===== src/link_pkg.sv =====
package link_pkg;

	////////////////////////////////////////////////////////////
	// flit and fifo geometry
	////////////////////////////////////////////////////////////

	// payload width of one flit
	localparam int FLIT_W = 72;

	// fifo address width and entry count
	localparam int ADDR_W = 2;
	localparam int DEPTH  = 4;

	// occupancy count needs one extra bit to hold DEPTH itself
	localparam int CNT_W = ADDR_W + 1;

	// near flags threshold
	// near_empty while count < NEAR_N
	// near_full while count >= DEPTH - NEAR_N + 1
	localparam int NEAR_N = 1;

	////////////////////////////////////////////////////////////
	// link opcodes
	////////////////////////////////////////////////////////////

	// one opcode per cycle on the link, idle when nothing is sent
	typedef enum logic [1:0] {
		LINK_IDLE  = 2'd0,
		LINK_DATA  = 2'd1,
		LINK_FLUSH = 2'd2
	} link_op_e;

endpackage


===== src/fifo_if.sv =====
`timescale 1ns/1ps

interface fifo_if;

	import link_pkg::*;

	// write side, driven by the fifo user
	logic              push;
	logic [FLIT_W-1:0] push_data;

	// read side and clear, driven by the fifo user
	logic              pop;
	logic              clr;

	// read data and status, driven by the fifo itself
	logic [FLIT_W-1:0] pop_data;
	logic              empty;
	logic              full;
	logic              empty_r;
	logic              full_r;
	logic              near_empty;
	logic              near_full;
	logic [1:0]        level;

	// receiver side view
	modport fifo_user (
		output push, push_data, pop, clr,
		input  pop_data, empty, full, empty_r, full_r,
		input  near_empty, near_full, level
	);

	// fifo side view
	modport fifo_owner (
		input  push, push_data, pop, clr,
		output pop_data, empty, full, empty_r, full_r,
		output near_empty, near_full, level
	);

endinterface


===== src/credit_link_top.sv =====
`timescale 1ns/1ps

module credit_link_top (
	input  logic                        clk,
	input  logic                        rst,
	input  logic                        in_valid,
	input  logic [link_pkg::FLIT_W-1:0] in_data,
	input  logic                        in_flush,
	output logic                        in_ready,
	input  logic                        out_pop,
	output logic                        out_valid,
	output logic [link_pkg::FLIT_W-1:0] out_data,
	output logic [1:0]                  out_level,
	output logic                        out_empty,
	output logic                        out_near_full
);

	import link_pkg::*;

	////////////////////////////////////////////////////////////
	// point-to-point link
	////////////////////////////////////////////////////////////

	link_op_e          link_op;
	logic [FLIT_W-1:0] link_data;
	logic              link_credit;

	// receiver to fifo bundle
	fifo_if u_fifo_if ();

	credit_sender u_sender (
		.clk         (clk),
		.rst         (rst),
		.in_valid    (in_valid),
		.in_data     (in_data),
		.in_flush    (in_flush),
		.in_ready    (in_ready),
		.link_op     (link_op),
		.link_data   (link_data),
		.link_credit (link_credit)
	);

	credit_receiver u_receiver (
		.clk         (clk),
		.rst         (rst),
		.link_op     (link_op),
		.link_data   (link_data),
		.link_credit (link_credit),
		.out_pop     (out_pop),
		.out_valid   (out_valid),
		.out_data    (out_data),
		.fifo        (u_fifo_if.fifo_user)
	);

	sync_fifo u_fifo (
		.clk  (clk),
		.rst  (rst),
		.fifo (u_fifo_if.fifo_owner)
	);

	// status straight from the fifo, empty is the registered flag
	assign out_level     = u_fifo_if.level;
	assign out_empty     = u_fifo_if.empty_r;
	assign out_near_full = u_fifo_if.near_full;

endmodule


===== src/credit_receiver.sv =====
`timescale 1ns/1ps

module credit_receiver (
	input  logic                        clk,
	input  logic                        rst,
	input  link_pkg::link_op_e          link_op,
	input  logic [link_pkg::FLIT_W-1:0] link_data,
	output logic                        link_credit,
	input  logic                        out_pop,
	output logic                        out_valid,
	output logic [link_pkg::FLIT_W-1:0] out_data,
	fifo_if.fifo_user                   fifo
);

	import link_pkg::*;

	// decoded link opcode
	logic flush;

	// pop that really removes an entry this cycle
	logic pop_ok;

	// registered pop, drives both valid and credit
	logic pop_q;

	////////////////////////////////////////////////////////////
	// link to fifo
	////////////////////////////////////////////////////////////

	assign flush = (link_op == LINK_FLUSH);

	// write happens at the edge closing the data cycle
	assign fifo.push      = (link_op == LINK_DATA);
	assign fifo.push_data = link_data;
	assign fifo.clr       = flush;

	////////////////////////////////////////////////////////////
	// downstream pop
	////////////////////////////////////////////////////////////

	// no pop from an empty fifo and none while it is being cleared
	assign pop_ok   = out_pop & ~fifo.empty & ~flush;
	assign fifo.pop = pop_ok;

	always_ff @(posedge clk) begin
		if (!rst) begin
			pop_q <= 1'b0;
		end else begin
			pop_q <= pop_ok;
		end
	end

	// ram read port is registered, data lines up with pop_q
	assign out_valid = pop_q;
	assign out_data  = fifo.pop_data;

	// each freed entry returns one credit
	assign link_credit = pop_q;

endmodule


===== src/credit_sender.sv =====
`timescale 1ns/1ps

module credit_sender (
	input  logic                        clk,
	input  logic                        rst,
	input  logic                        in_valid,
	input  logic [link_pkg::FLIT_W-1:0] in_data,
	input  logic                        in_flush,
	output logic                        in_ready,
	output link_pkg::link_op_e          link_op,
	output logic [link_pkg::FLIT_W-1:0] link_data,
	input  logic                        link_credit
);

	import link_pkg::*;

	// credits held, 0 to DEPTH
	logic [CNT_W-1:0] credits;
	logic [CNT_W-1:0] credits_nxt;

	// handshake and usable credit return this cycle
	logic send;
	logic credit_in;

	////////////////////////////////////////////////////////////
	// upstream handshake
	////////////////////////////////////////////////////////////

	// flush wins over data, so no handshake while it is asserted
	assign in_ready = (credits != '0) & ~in_flush;
	assign send     = in_valid & in_ready;

	// credits that show up around a flush belong to cleared state
	assign credit_in = link_credit & (link_op != LINK_FLUSH);

	////////////////////////////////////////////////////////////
	// credit counter
	////////////////////////////////////////////////////////////

	always_comb begin
		credits_nxt = credits;
		if (send && !credit_in) begin
			credits_nxt = credits - CNT_W'(1);
		end else if (credit_in && !send) begin
			credits_nxt = credits + CNT_W'(1);
		end
	end

	// flush refills to DEPTH regardless of anything returned
	always_ff @(posedge clk) begin
		if (!rst) begin
			credits <= CNT_W'(DEPTH);
			link_op <= LINK_IDLE;
		end else if (in_flush) begin
			credits <= CNT_W'(DEPTH);
			link_op <= LINK_FLUSH;
		end else begin
			credits <= credits_nxt;
			link_op <= send ? LINK_DATA : LINK_IDLE;
		end
	end

	////////////////////////////////////////////////////////////
	// link payload
	////////////////////////////////////////////////////////////

	// only meaningful alongside LINK_DATA
	always_ff @(posedge clk) begin
		if (send) begin
			link_data <= in_data;
		end
	end

endmodule


===== src/dual_port_ram.sv =====
`timescale 1ns/1ps

module dual_port_ram (
	input  logic                         clk,
	input  logic                         wr_en,
	input  logic [link_pkg::ADDR_W-1:0]  wr_addr,
	input  logic [link_pkg::FLIT_W-1:0]  wr_data,
	input  logic                         rd_en,
	input  logic [link_pkg::ADDR_W-1:0]  rd_addr,
	output logic [link_pkg::FLIT_W-1:0]  rd_data
);

	import link_pkg::*;

	// storage array, one word per fifo entry
	logic [FLIT_W-1:0] mem [DEPTH];

	////////////////////////////////////////////////////////////
	// write port
	////////////////////////////////////////////////////////////

	always_ff @(posedge clk) begin
		if (wr_en) begin
			mem[wr_addr] <= wr_data;
		end
	end

	////////////////////////////////////////////////////////////
	// registered read port
	////////////////////////////////////////////////////////////

	// same-edge read of the written address sees the old word
	always_ff @(posedge clk) begin
		if (rd_en) begin
			rd_data <= mem[rd_addr];
		end
	end

endmodule


===== src/sync_fifo.sv =====
`timescale 1ns/1ps

module sync_fifo (
	input logic clk,
	input logic rst,
	fifo_if.fifo_owner fifo
);

	import link_pkg::*;

	// pointers and their look-ahead values
	logic [ADDR_W-1:0] wp;
	logic [ADDR_W-1:0] wp_pl1;
	logic [ADDR_W-1:0] wp_pl2;
	logic [ADDR_W-1:0] rp;
	logic [ADDR_W-1:0] rp_pl1;

	// guard bits
	// gb marks wp == rp as full rather than empty
	// gb2 marks the count at DEPTH-1 or above
	logic gb;
	logic gb2;

	// occupancy
	logic [CNT_W-1:0] cnt;

	// qualified push and pop
	logic we;
	logic re;

	////////////////////////////////////////////////////////////
	// storage
	////////////////////////////////////////////////////////////

	dual_port_ram u_ram (
		.clk     (clk),
		.wr_en   (we),
		.wr_addr (wp),
		.wr_data (fifo.push_data),
		.rd_en   (re),
		.rd_addr (rp),
		.rd_data (fifo.pop_data)
	);

	// push on full and pop on empty are dropped here
	assign we = fifo.push & ~fifo.full;
	assign re = fifo.pop & ~fifo.empty;

	////////////////////////////////////////////////////////////
	// pointers
	////////////////////////////////////////////////////////////

	assign wp_pl1 = wp + ADDR_W'(1);
	assign wp_pl2 = wp + ADDR_W'(2);
	assign rp_pl1 = rp + ADDR_W'(1);

	always_ff @(posedge clk) begin
		if (!rst || fifo.clr) begin
			wp <= '0;
			rp <= '0;
		end else begin
			if (we) begin
				wp <= wp_pl1;
			end
			if (re) begin
				rp <= rp_pl1;
			end
		end
	end

	////////////////////////////////////////////////////////////
	// combinational full and empty
	////////////////////////////////////////////////////////////

	assign fifo.empty = (wp == rp) & ~gb;
	assign fifo.full  = (wp == rp) & gb;

	// set when a lone push closes the gap, cleared by a lone pop
	always_ff @(posedge clk) begin
		if (!rst || fifo.clr) begin
			gb <= 1'b0;
		end else if (we && !re && (wp_pl1 == rp)) begin
			gb <= 1'b1;
		end else if (re && !we) begin
			gb <= 1'b0;
		end
	end

	////////////////////////////////////////////////////////////
	// registered full and empty
	////////////////////////////////////////////////////////////

	// set when a lone push reaches DEPTH-1 entries
	always_ff @(posedge clk) begin
		if (!rst || fifo.clr) begin
			gb2 <= 1'b0;
		end else if (we && !re && (wp_pl2 == rp)) begin
			gb2 <= 1'b1;
		end else if (re && !we && (wp != rp)) begin
			gb2 <= 1'b0;
		end
	end

	always_ff @(posedge clk) begin
		if (!rst || fifo.clr) begin
			fifo.full_r  <= 1'b0;
			fifo.empty_r <= 1'b1;
		end else begin
			// last free slot taken
			if (we && !re && (wp_pl1 == rp) && gb2) begin
				fifo.full_r <= 1'b1;
			end else if (re && !we) begin
				fifo.full_r <= 1'b0;
			end
			// last entry drained
			if (we && !re) begin
				fifo.empty_r <= 1'b0;
			end else if (re && !we && (rp_pl1 == wp) && !gb2) begin
				fifo.empty_r <= 1'b1;
			end
		end
	end

	////////////////////////////////////////////////////////////
	// occupancy, near flags and level
	////////////////////////////////////////////////////////////

	always_ff @(posedge clk) begin
		if (!rst || fifo.clr) begin
			cnt <= '0;
		end else if (we && !re) begin
			cnt <= cnt + CNT_W'(1);
		end else if (re && !we) begin
			cnt <= cnt - CNT_W'(1);
		end
	end

	assign fifo.near_empty = cnt < CNT_W'(NEAR_N);
	assign fifo.near_full  = cnt >= CNT_W'(DEPTH - NEAR_N + 1);

	// top bit of cnt only set when full, forces level to 3
	assign fifo.level = cnt[ADDR_W-1:ADDR_W-2] | {2{cnt[ADDR_W]}};

endmodule


===== config.mk =====
export PLATFORM = sky130hd
export DESIGN_NAME = credit_link_top
export DESIGN_NICKNAME = d
export VERILOG_FILES = /design/src/link_pkg.sv /design/src/fifo_if.sv /design/src/credit_link_top.sv /design/src/credit_receiver.sv /design/src/credit_sender.sv /design/src/dual_port_ram.sv /design/src/sync_fifo.sv
export SDC_FILE = /design/constraint.sdc
export NUM_CORES = 1
export LEC_CHECK = 0
export BUFFER_PORTS_ARGS = -buffer_cell sky130_fd_sc_hd__buf_2
export CORE_ASPECT_RATIO = 0.5
export CORE_MARGIN = 5
export CORE_UTILIZATION = 49
export DETAILED_ROUTE_END_ITERATION = 6
export PLACE_DENSITY = 0.8
export SKIP_LAST_GASP = 1
export SLEW_MARGIN = 10
export SYNTH_ARGS = -nofsm -noshare
export SYNTH_HDL_FRONTEND = slang
export SYNTH_SLANG_ARGS = --single-unit

===== constraint.sdc =====
create_clock -name clk -period 4.6 [get_ports clk]
set_input_delay 0.92 -clock clk [delete_from_list [all_inputs] [get_ports clk]]
set_output_delay 0.92 -clock clk [all_outputs]
set_load 0.03 [all_outputs]

==> results of run 1 <==
## sequential cells by signal, summed over array words and instances (netlist names)
signal	cells
u_sender.credits	3
u_fifo.gb	1
u_receiver.link_credit	1
u_fifo.u_ram.mem	288
u_sender.link_op	2
u_fifo.gb2	1
u_fifo.u_ram.rd_data	72
u_fifo.fifo.empty_r	1
u_fifo.wp	2
u_fifo.rp	2
u_sender.link_data	72
u_fifo.cnt	3
## power groups by stage
stage	clock, W	sequential (W)	combinational (W)
floorplan	0	0.00469	0.000134
finish	0.00318	0.00460	0.000260
detailed placement	0	0.00468	0.000256
global route	0.00340	0.00460	0.000278
global placement	0	0.00468	0.000249
CTS	0.00321	0.00460	0.000263
## metrics by stage
step | cell area, um2 | util [%] | cells
floorplan | 15630 | - | 628
global placement | 16910 | 53.50 | 1199
detailed placement | 16910 | 53.50 | 1199
CTS | 18120 | 57.35 | 1268
global route | 18120 | 57.36 | 1269
finish | 18120 | 57.36 | 1269
## area by class of cell
class / instances / area, um2 / area share (%)
repair buffers: 160 / 815.8 / 4.501
inverters: 9 / 35.03 / 0.1933
clock buffers: 47 / 1049 / 5.785
flip-flops and latches: 448 / 13300 / 73.39
clock inverters: 22 / 166.4 / 0.9182
well taps: 432 / 540.5 / 2.982
multi-input cells: 150 / 2215 / 12.22
diodes: 1 / 2.502 / 0.01381
## routing by layer
metal,GRT usage [%],routed length [um]
met2,34.15,18230
met5,0,0
met4,5.657,789
met3,2.568,1476
met1,21.95,11810
## worst paths after layout
| check | startpoint | endpoint | depth (start not counted) |
|---|---|---|---|
| max | u_fifo.rp[0] | u_fifo.cnt[2] | 8 |
| min | u_sender.link_data[61] | u_fifo.u_ram.mem[2][61] | 0 |
| max reg2reg | u_fifo.rp[0] | u_fifo.cnt[2] | 8 |
| min reg2reg | u_sender.link_data[61] | u_fifo.u_ram.mem[2][61] | 0 |
## cell usage in the layout (no fill, tap or decap), types with 6 or more instances in the layout
master and n:
clkinv_1 6, clkbuf_16 41, buf_2 154, buf_4 6, dfxtp_1 14, clkbuf_1 6, nor2_1 13, edfxtp_1 432
clkinv_2 13, ha_1 9, inv_1 8, mux4_2 72, xor2_1 6
## logic make-up (layout without fill, tap and decap cells)
| family | count (synthesis) | in the layout |
|---|---|---|
| DFF | 448 | 448 |
| muxes | 75 | 75 |
| and+or+nand+nor | 39 | 39 |
| buffers and inverters | 30 | 238 |
| AOI/OAI and AO/OA | 15 | 15 |
| xor gates and xnor gates | 11 | 11 |
| adders and majority gates | 10 | 10 |
| other | 0 | 1 |
## worst max-delay path, cell delays in order (launching register included)
cell	delay, ns
dfxtp_4	0.74
xnor2_1	0.26
a311oi_4	0.64
ha_1	0.37
xnor2_1	0.10
ha_1	0.21
or3_1	0.38
a2111o_1	0.43
o21ai_0	0.08
==> reports/results.ini, run 1 <==
[outcome]
outcome=completed

[die]
num_rows=46
io_pins=155
dieWidth_um=262.6
fp.dieArea_um2=35790
core_um2=31600
fp.dieH_um=136.3
start_util_pct=49.47

[synthesis]
ys_seq_area_share_pct=85.03
yosys-top-cells-count=edfxtp_1 (432), mux4_2 (72), dfxtp_1 (16)
yosys_warnings=0
yosys-top-cells-area=edfxtp_1 (83%), mux4_2 (10%), dfxtp_1 (2.0%), ha_1 (0.72%), buf_2 (0.35%)
synthXorXnorAreaFrac_pct=0.6163
synth_compound_area_share_pct=0.7604
synth_simple_gate_area_share_pct=1.297
synth_seq_cells=448
yosysTopAreaCell=edfxtp_1
synthFlopType=edfxtp_1
synth.avg_cell_area_um2=24.89
synth_top_family_by_area=multiplexers
yosys.area_share.adder_pct=0.8484
syn-cell-area_um2=15630
synth.most_common_cell=edfxtp_1
synth_edf_count=432
synthMuxAreaShare_pct=10.57
synth_top_area_share_pct=82.98
syn-num-nets=715
synth.distinct_cells=33
synthCells=628
synthArstFlopShare_pct=0

[sta]
max_freq_mhz=303.7
final-max-slew-violation-count=0
rsz0062_at_grt=no
period_share_pct=71.59
hold_viol_final=0
tns_ns=0
hold_ws_ns=0.5019
slew_headroom_pct=21.33
fin_crit_ns=3.293
worst_slew_pin_slew_ns=1.180
setup_viol=0
finClkSkew_ns=0.01618
setup_slack_ns=1.307

[power_and_ir_drop]
p_per_area_nw_per_um2=443.3
total_power_w=0.008033
p_leak_nw=5.913
p_clk_share_pct=39.5
p_int_w=0.006391
p_switching_w=0.001642
power_switching_share_pct=20.44
peakVddDrop_v=0.0002322
power_frac_seq_pct=57.2
p_comb_share_pct=3.2

[layout]
area_delta_synth_final_pct=15.94
nets=895
nFillCells=2124
drive_above_1_share_pct=36.00

[drt]
drt_wl_total_mm=32.31
wl_per_cell_um=25.46
drt_iter0_markers=722
vias=7035
drt.antenna.violating_nets=0
dr.pass1.iters=5
via_per_inst=5.544
drcViolationCount=0

[critical_path]
cp.required_ns=5.05
arrival_ns=3.74
cp-start-kind=flip-flop
setup.worst_path.end_class=flip-flop
path_max_fanout=32
crit_type=reg -> reg
r2r_setup_slack_ns=1.31

[grt]
track_usage_pct=18.09
grt_pass1_vias=7558
grt_overflow_total=0
grt_first_pass_wirelength_mm=48.85
grt_max_degree=73
antenna_found_initial=1

[placement]
gp_congestion=0.8096
dp_hpwl_mm=16.64
dpl_worst_slack_ns=1.409
io_buffers=154

[clock_tree]
path_clk_slew_ns=0.07
root_buffer=clkbuf_16
cts_made_buffers=39
hold_buffers=0
htreeDepth=2
clock_sinks=448
cts_max_path_buffers=3
cts_tree=done
clk_latency_ns=0.53
cts_resized=0
cts_setup_buffers=0

[flow_run]
max_cap_viol_count=0

[min_path]
hold_path.class=reg -> reg

Note: power is estimated with default switching activity, not from simulation.
==> run 2, diff against run 1 <==
--- a/config.mk
+++ b/config.mk
@@ -5,12 +5,13 @@
 export SDC_FILE = /design/constraint.sdc
 export NUM_CORES = 1
 export LEC_CHECK = 0
+export ABC_AREA = 1
 export BUFFER_PORTS_ARGS = -buffer_cell sky130_fd_sc_hd__buf_2
 export CORE_ASPECT_RATIO = 0.5
 export CORE_MARGIN = 5
 export CORE_UTILIZATION = 49
 export DETAILED_ROUTE_END_ITERATION = 6
-export PLACE_DENSITY = 0.8
+export PLACE_DENSITY = 0.77
 export SKIP_LAST_GASP = 1
 export SLEW_MARGIN = 10
 export SYNTH_ARGS = -nofsm -noshare
==> constraint.sdc (replaced) <==
create_clock -name clk -period 3.2 [get_ports clk]
set_input_delay 0.64 -clock clk [delete_from_list [all_inputs] [get_ports clk]]
set_output_delay 0.64 -clock clk [all_outputs]
set_load 0.03 [all_outputs]
==> run 2 against run 1 <==
  * Fmax up 28%
  * Largest cell class unchanged
  * Synthesized area up 1.8%
  * Cell count up 26%
  * Sequential share of layout area fell by 1.3 points
  * Highest routed layer is now met5
  * Hold slack got worse by 0.21 ns
  * Power up 48%
==> reports/results.ini, run 2 <==
[drt]
drcViolationCount=0  ; unchanged
vias=8765  ; +25%
drt_wl_total_mm=31.93  ; -1.2%
via_per_inst=5.468  ; -1.4%
drt_iter0_markers=770  ; +6.6%
wl_per_cell_um=19.92  ; -22%
dr.pass1.iters=5  ; unchanged
drt.antenna.violating_nets=0  ; unchanged

[clock_tree]
cts_tree=done
cts_made_buffers=38  ; -2.6%
htreeDepth=2  ; unchanged
cts_setup_buffers=0  ; unchanged
clock_sinks=448  ; unchanged
root_buffer=clkbuf_16
clk_latency_ns=0.52  ; about the same
path_clk_slew_ns=0.07  ; about the same
hold_buffers=0  ; unchanged
cts_max_path_buffers=3  ; unchanged
cts_resized=0  ; unchanged

[synthesis]
ys_seq_area_share_pct=83.49  ; -1.5 points
synthArstFlopShare_pct=0  ; unchanged
synth.most_common_cell=edfxtp_1
syn-num-nets=1068  ; +49%
synthCells=981  ; +56%
synth_seq_cells=448  ; unchanged
synth_top_area_share_pct=81.48  ; -1.5 points
yosys.area_share.adder_pct=0.8330  ; -0.015 points
yosysTopAreaCell=edfxtp_1
syn-cell-area_um2=15920  ; +1.8%
synthFlopType=edfxtp_1
synth_edf_count=432  ; unchanged
synth.distinct_cells=26  ; -21%
yosys-top-cells-count=edfxtp_1 (432), nor2_1 (167), o21ai_0 (147)
synthXorXnorAreaFrac_pct=0.1100  ; -0.51 points
synth.avg_cell_area_um2=16.23  ; -35%
synth_compound_area_share_pct=7.866  ; +7.1 points
synth_simple_gate_area_share_pct=5.391  ; +4.1 points
synthMuxAreaShare_pct=0  ; -11 points
synth_top_family_by_area=compound AO/OA/AOI/OAI gates
yosys_warnings=0  ; unchanged
yosys-top-cells-area=edfxtp_1 (81%), o21ai_0 (4.6%), nor2_1 (3.9%), o22ai_1 (2.8%), dfxtp_1 (2.0%)

[critical_path]
critPathSlowestCell=dfxtp_4
path_max_fanout=41  ; +28%
setup.worst_path.end_class=flip-flop
rr_worst_depth=14  ; +6
crit_chain=nand2_1, nand2_2, nand3_2, nand3_4, inv_2, ha_1, xnor2_1, ha_1, a21oi_1, nor2_1, nor2_1, nand3_1, nand2_1, nor2_1
cp.required_ns=3.61  ; -1.44 ns
slowest_delay_ns=0.62  ; -0.12 ns
cp-start-kind=flip-flop
worstReg2RegStart=u_fifo.rp[0]
crit_type=reg -> reg
rr_endpoint=u_fifo.cnt[2]
arrival_ns=2.99  ; -0.75 ns
cp_common_cell=nor2_1
r2r_setup_slack_ns=0.62  ; -0.68 ns

[layout]
largest_register_ffs=288  ; unchanged
largest_register=u_fifo.u_ram.mem
nets=1229  ; +37%
diodes=0  ; -1
area_delta_synth_final_pct=15.86  ; about the same
drive_above_1_share_pct=20.67  ; -15 points
final_common_cell=edfxtp_1
nFillCells=2265  ; +6.6%
reg.largest.list=u_fifo.u_ram.mem: 288 flops, u_fifo.u_ram.rd_data: 72 flops, u_sender.link_data: 72 flops
design_area_um2=18450  ; +1.8%
layout_common_cells=edfxtp_1 (432), nor2_1 (163), buf_2 (154)

[placement]
io_buffers=154  ; unchanged
gp_congestion=0.7916  ; -2.2%
dp_hpwl_mm=17.33  ; +4.1%
placed_area_um2=17190  ; +1.7%

[die]
io_pins=155  ; unchanged
num_rows=46  ; unchanged
dieWidth_um=264.9  ; +0.89%
start_util_pct=49.93  ; +0.46 points
fp.dieH_um=137.5  ; +0.85%
core_um2=31890  ; +0.91%
fp.dieArea_um2=36420  ; +1.7%

[sta]
final-max-slew-violation-count=0  ; unchanged
setup_viol=0  ; unchanged
hold_viol_final=0  ; unchanged
slew_headroom_pct=19.98  ; -1.4 points
fin_crit_ns=2.577  ; -0.7167 ns
finClkSkew_ns=0.008088  ; -0.008090 ns
worst_slew_pin_slew_ns=1.200  ; +0.02029 ns
period_share_pct=80.52  ; +8.9 points
max_freq_mhz=388.1  ; +28%
rsz0062_at_grt=no

[min_path]
hold_end=u_sender.link_data[9]
hold_depth=1  ; +1
hold_path.class=in -> reg
min_from=in_data[9]

[power_and_ir_drop]
p_leak_nw=6.334  ; +7.1%
total_power_w=0.01192  ; +48%
p_per_area_nw_per_um2=646.4  ; +46%
peakVddDrop_v=0.0003148  ; +36%

[grt]
grt_overflow_total=0  ; unchanged
grt_pass1_vias=8975  ; +19%
grt_max_degree=110  ; +51%
antenna_found_initial=1  ; unchanged
grt_first_pass_wirelength_mm=48.41  ; -0.90%
track_usage_pct=17.05  ; -1.0 points

[flow_run]
max_cap_viol_count=0  ; unchanged

[outcome]
outcome=completed

==> run 2: cell count changes after synthesis, sizes merged, moves of 26 or more <==
cell	before	now
o21ai	5	147
clkbuf	4	31
mux4	72	0
nand2	3	29
nor2	13	167
o22ai	0	72
==> run 2: metal layers <==
metal  share of wire, %  global-route usage [%]  vias to the layer above  wire length, um
li1                   -                       -                     3997                -
met5              0.038                       0                        -               12
met1                 37                   19.71                     4395            11790
met2                 55                   32.52                      306            17590
met4                2.6                   5.627                        2              830
met3                5.3                   3.123                       65             1703
==> run 2: worst max path at each step <==
stage / from / endpoint / cells past startpoint
after floorplan: u_fifo.rp[0] / u_fifo.u_ram.mem[0][0] / 7
after global placement: u_fifo.rp[0] / u_fifo.cnt[2] / 14
after detailed placement: u_fifo.rp[0] / u_fifo.cnt[2] / 14
after CTS: u_fifo.rp[0] / u_fifo.cnt[2] / 14
after global routing: u_fifo.rp[0] / u_fifo.cnt[2] / 14
final: u_fifo.rp[0] / u_fifo.cnt[2] / 14
==> run 2: kinds of logic (layout without fill, tap and decap cells) <==
family / after synthesis / count (layout)
adder cells (fa/ha/maj): 10 / 10
buffers and inverters: 77 / 267
AO/OA/AOI/OAI: 231 / 231
AND/OR/NAND/NOR: 213 / 213
flip-flops: 448 / 448
XOR/XNOR: 2 / 2
==> run 2: critical path: cells and delay by family (launching register included) <==
| family | cells | cell delay (ns) |
|---|---|---|
| simple gates | 9 | 1.00 |
| flops | 1 | 0.62 |
| fa+ha+maj | 2 | 0.45 |
| compound gates | 1 | 0.17 |
| xor+xnor | 1 | 0.14 |
| buf+inv | 1 | 0.09 |
==> run 2: per-stage QoR <==
step                      cells  hold slack (ns)  util, %  setup WS [ns]  TNS, ns
after floorplan             981           0.4587        -         -1.211  -348.86
final                      1603           0.2950    57.85         0.6235        0
after global placement     1534           0.4633    53.92         0.7783        0
after detailed placement   1534           0.4785    53.92         0.6550        0
after global routing       1603           0.2723    57.85         0.4247        0
after CTS                  1603           0.2799    57.85         0.6353        0
==> run 2: where the power goes <==
part	internal (W)	switching (W)	total (W)	leakage (nW)
sequential	0.00659	0.0000790	0.00667	4.06
combinational	0.000188	0.000474	0.000662	1.67
clock	0.00268	0.00192	0.00459	0.610
total	0.00946	0.00247	0.0119	6.33
==> run 2: area by class of cell <==
class	count	area, um2	share of cell area [%]
timing repair buffer	170	940.9	5.101
tap	432	540.5	2.930
sequential	448	13300	72.09
clock inverter	19	185.2	1.004
inverter	28	115.1	0.6240
multi-input combinational	456	2297	12.45
clock buffer	50	1070	5.799
==> run 3, diff against run 2 <==
--- a/config.mk
+++ b/config.mk
@@ -11,7 +11,7 @@
 export CORE_MARGIN = 5
 export CORE_UTILIZATION = 49
 export DETAILED_ROUTE_END_ITERATION = 6
-export PLACE_DENSITY = 0.77
+export PLACE_DENSITY = 0.8
 export SKIP_LAST_GASP = 1
 export SLEW_MARGIN = 10
 export SYNTH_ARGS = -nofsm -noshare
==> constraint.sdc (replaced) <==
create_clock -name clk -period 2.2 [get_ports clk]
set_input_delay 0.44 -clock clk [delete_from_list [all_inputs] [get_ports clk]]
set_output_delay 0.44 -clock clk [all_outputs]
set_load 0.03 [all_outputs]
==> run 3 against run 2 <==
  * Sequential power up 45%
  * Sequential cell count stayed put
  * Worst setup slack worse by 0.46 ns
  * Design area rose by 0.50%
  * Critical path depth up 1
  * Count of clock-buffer cells in the layout shrank 3
  * First-iteration DRC count grew 5.1%
  * Power grew 42%
  * Largest cell class unchanged
  * Largest power group unchanged
==> reports/results.ini, run 3 (synthesis results as in run 2) <==
[sta]
tns_ns=0  ; unchanged
setup_viol=0  ; unchanged
hold_viol_final=0  ; unchanged
final-max-slew-violation-count=0  ; unchanged
slew_headroom_pct=31.97  ; +12 points
worst_slew_pin_slew_ns=1.020  ; -0.1799 ns
fin_crit_ns=2.034  ; -0.5425 ns
max_freq_mhz=491.6  ; +27%
finClkSkew_ns=0.02079  ; +0.01270 ns
rsz0062_at_grt=no
period_share_pct=92.45  ; +12 points

[clock_tree]
root_buffer=clkbuf_16
clk_latency_ns=0.52  ; about the same
cts_setup_buffers=0  ; unchanged
cts_made_buffers=39  ; +2.6%
cts_tree=done
path_clk_slew_ns=0.07  ; about the same
clock_sinks=448  ; unchanged
hold_buffers=0  ; unchanged
cts_max_path_buffers=3  ; unchanged
cts_resized=1  ; +1
htreeDepth=2  ; unchanged

[layout]
area_delta_synth_final_pct=16.44
layout_common_cells=edfxtp_1 (432), nor2_1 (162), buf_2 (154)
nFillCells=2226  ; -1.7%
nets=1235  ; +0.49%
largest_register=u_fifo.u_ram.mem
reg.largest.list=u_fifo.u_ram.mem: 288 flops, u_fifo.u_ram.rd_data: 72 flops, u_sender.link_data: 72 flops
regArea_um2=13300  ; about the same
design_area_um2=18540  ; +0.50%
multi_input_area_um2=2365  ; +2.9%
largest_register_ffs=288  ; unchanged
final_util_pct=58.14  ; +0.29 points
final_common_cell=edfxtp_1
drive_above_1_share_pct=22.36  ; +1.7 points
diodes=0  ; unchanged

[power_and_ir_drop]
p_leak_nw=6.335  ; about the same
p_switching_w=0.003584  ; +45%
p_clk_share_pct=36.9  ; -1.6 points
p_comb_share_pct=5.9  ; +0.3 points
p_per_area_nw_per_um2=914.5  ; +41%
peakVddDrop_v=0.0004886  ; +55%
power_frac_seq_pct=57.1  ; +1.2 points
power_switching_share_pct=21.14  ; +0.44 points
p_int_w=0.01337  ; +41%

[die]
core_um2=31890  ; unchanged
dieWidth_um=264.9  ; unchanged
fp.dieH_um=137.5  ; unchanged
io_pins=155  ; unchanged
fp.dieArea_um2=36420  ; unchanged
num_rows=46  ; unchanged
start_util_pct=49.93  ; unchanged

[outcome]
outcome=completed

[drt]
drcViolationCount=0  ; unchanged
drt_iter0_markers=809  ; +5.1%
vias=8753  ; -0.14%
drt_wl_total_mm=32.05  ; +0.40%
wl_per_cell_um=19.93  ; about the same
via_per_inst=5.443  ; -0.45%
drt.antenna.violating_nets=0  ; unchanged
dr.pass1.iters=5  ; unchanged

[flow_run]
max_cap_viol_count=0  ; unchanged

[critical_path]
setup.worst_path.end_class=flip-flop
arrival_ns=2.43  ; -0.56 ns
crit_type=reg -> reg
cp.required_ns=2.60  ; -1.01 ns
cp-start-kind=flip-flop
r2r_setup_slack_ns=0.17  ; -0.46 ns
path_max_fanout=6  ; -85%

[grt]
grt_pass1_vias=8819  ; -1.7%
grt_overflow_total=0  ; unchanged
grt_first_pass_wirelength_mm=48.76  ; +0.73%
grt_max_degree=100  ; -9.1%
track_usage_pct=17.15  ; +0.11 points
antenna_found_initial=1  ; unchanged

[placement]
io_buffers=154  ; unchanged
dp_hpwl_mm=18.44  ; +6.4%
gp_congestion=0.8065  ; +1.9%
placed_area_um2=17360  ; +0.98%

[min_path]
hold_path.class=in -> reg

==> run 3: changes by cell type in the layout (fill, tap and decap cells not counted), moves of 3 or more <==
| cell | previous run | this run |
|---|---|---|
| dfxtp_1 | 14 | 11 |
| inv_2 | 2 | 8 |
| inv_1 | 23 | 16 |
| buf_12 | 4 | 10 |
| ha_1 | 9 | 6 |
==> run 3: metal layers <==
layer	part of all wire, %	GRT usage [%]
met2	55	32.34
met3	6.5	2.962
met5	0.041	0
met1	36	20.37
met4	2.7	5.484
==> run 3: metrics by stage <==
stage / hold slack, ns / setup slack (ns) / std cells / total power, W
floorplan: 0.4587 / -0.5490 / 981 / 0.01050
global placement: 0.4625 / 0.1334 / 1539 / 0.01081
detailed placement: 0.4807 / -0.01241 / 1539 / 0.01087
CTS: 0.08356 / 0.03412 / 1608 / 0.01704
global route: 0.07256 / 0.005454 / 1608 / 0.01755
finish: 0.09463 / 0.1660 / 1608 / 0.01695
==> run 3: layout make-up <==
| cell class | count | share of cell area, % |
|---|---|---|
| Clock buffer | 47 | 5.426 |
| Clock inverter | 22 | 0.8234 |
| Inverter | 28 | 0.6344 |
| Multi-Input combinational cell | 456 | 12.76 |
| Sequential cell | 448 | 71.76 |
| Tap cell | 432 | 2.916 |
| Timing Repair Buffer | 175 | 5.683 |
==> run 3: path summary, 6_finish.rpt <==
kind | from | cells after the start | to
setup / recovery | u_fifo.wp[1] | 15 | u_fifo.cnt[2]
hold / removal | in_data[12] | 1 | u_sender.link_data[12]
setup reg to reg | u_fifo.wp[1] | 15 | u_fifo.cnt[2]
hold reg to reg | u_sender.link_data[71] | 0 | u_fifo.u_ram.mem[2][71]
==> run 3: power groups by stage <==
| stage | Clock, W | Sequential (W) | Combinational [W] |
|---|---|---|---|
| floorplan | 0 | 0.00998 | 0.000521 |
| global placement | 0 | 0.00986 | 0.000959 |
| detailed placement | 0 | 0.00987 | 0.00100 |
| CTS | 0.00634 | 0.00969 | 0.00101 |
| global route | 0.00676 | 0.00970 | 0.00109 |
| finish | 0.00626 | 0.00969 | 0.00101 |
==> run 3: critical path: stages (launching register included) <==
cell     delay [ns]
dfxtp_4        0.37
inv_2          0.08
nand2_1        0.08
nand2_2        0.13
nand3_4        0.11
nand3_4        0.08
inv_2          0.06
ha_2           0.21
xnor2_1        0.13
ha_1           0.21
a21oi_2        0.14
nor2_1         0.07
nor2_2         0.09
nand3_1        0.07
nand2_1        0.06
nor2_1         0.04
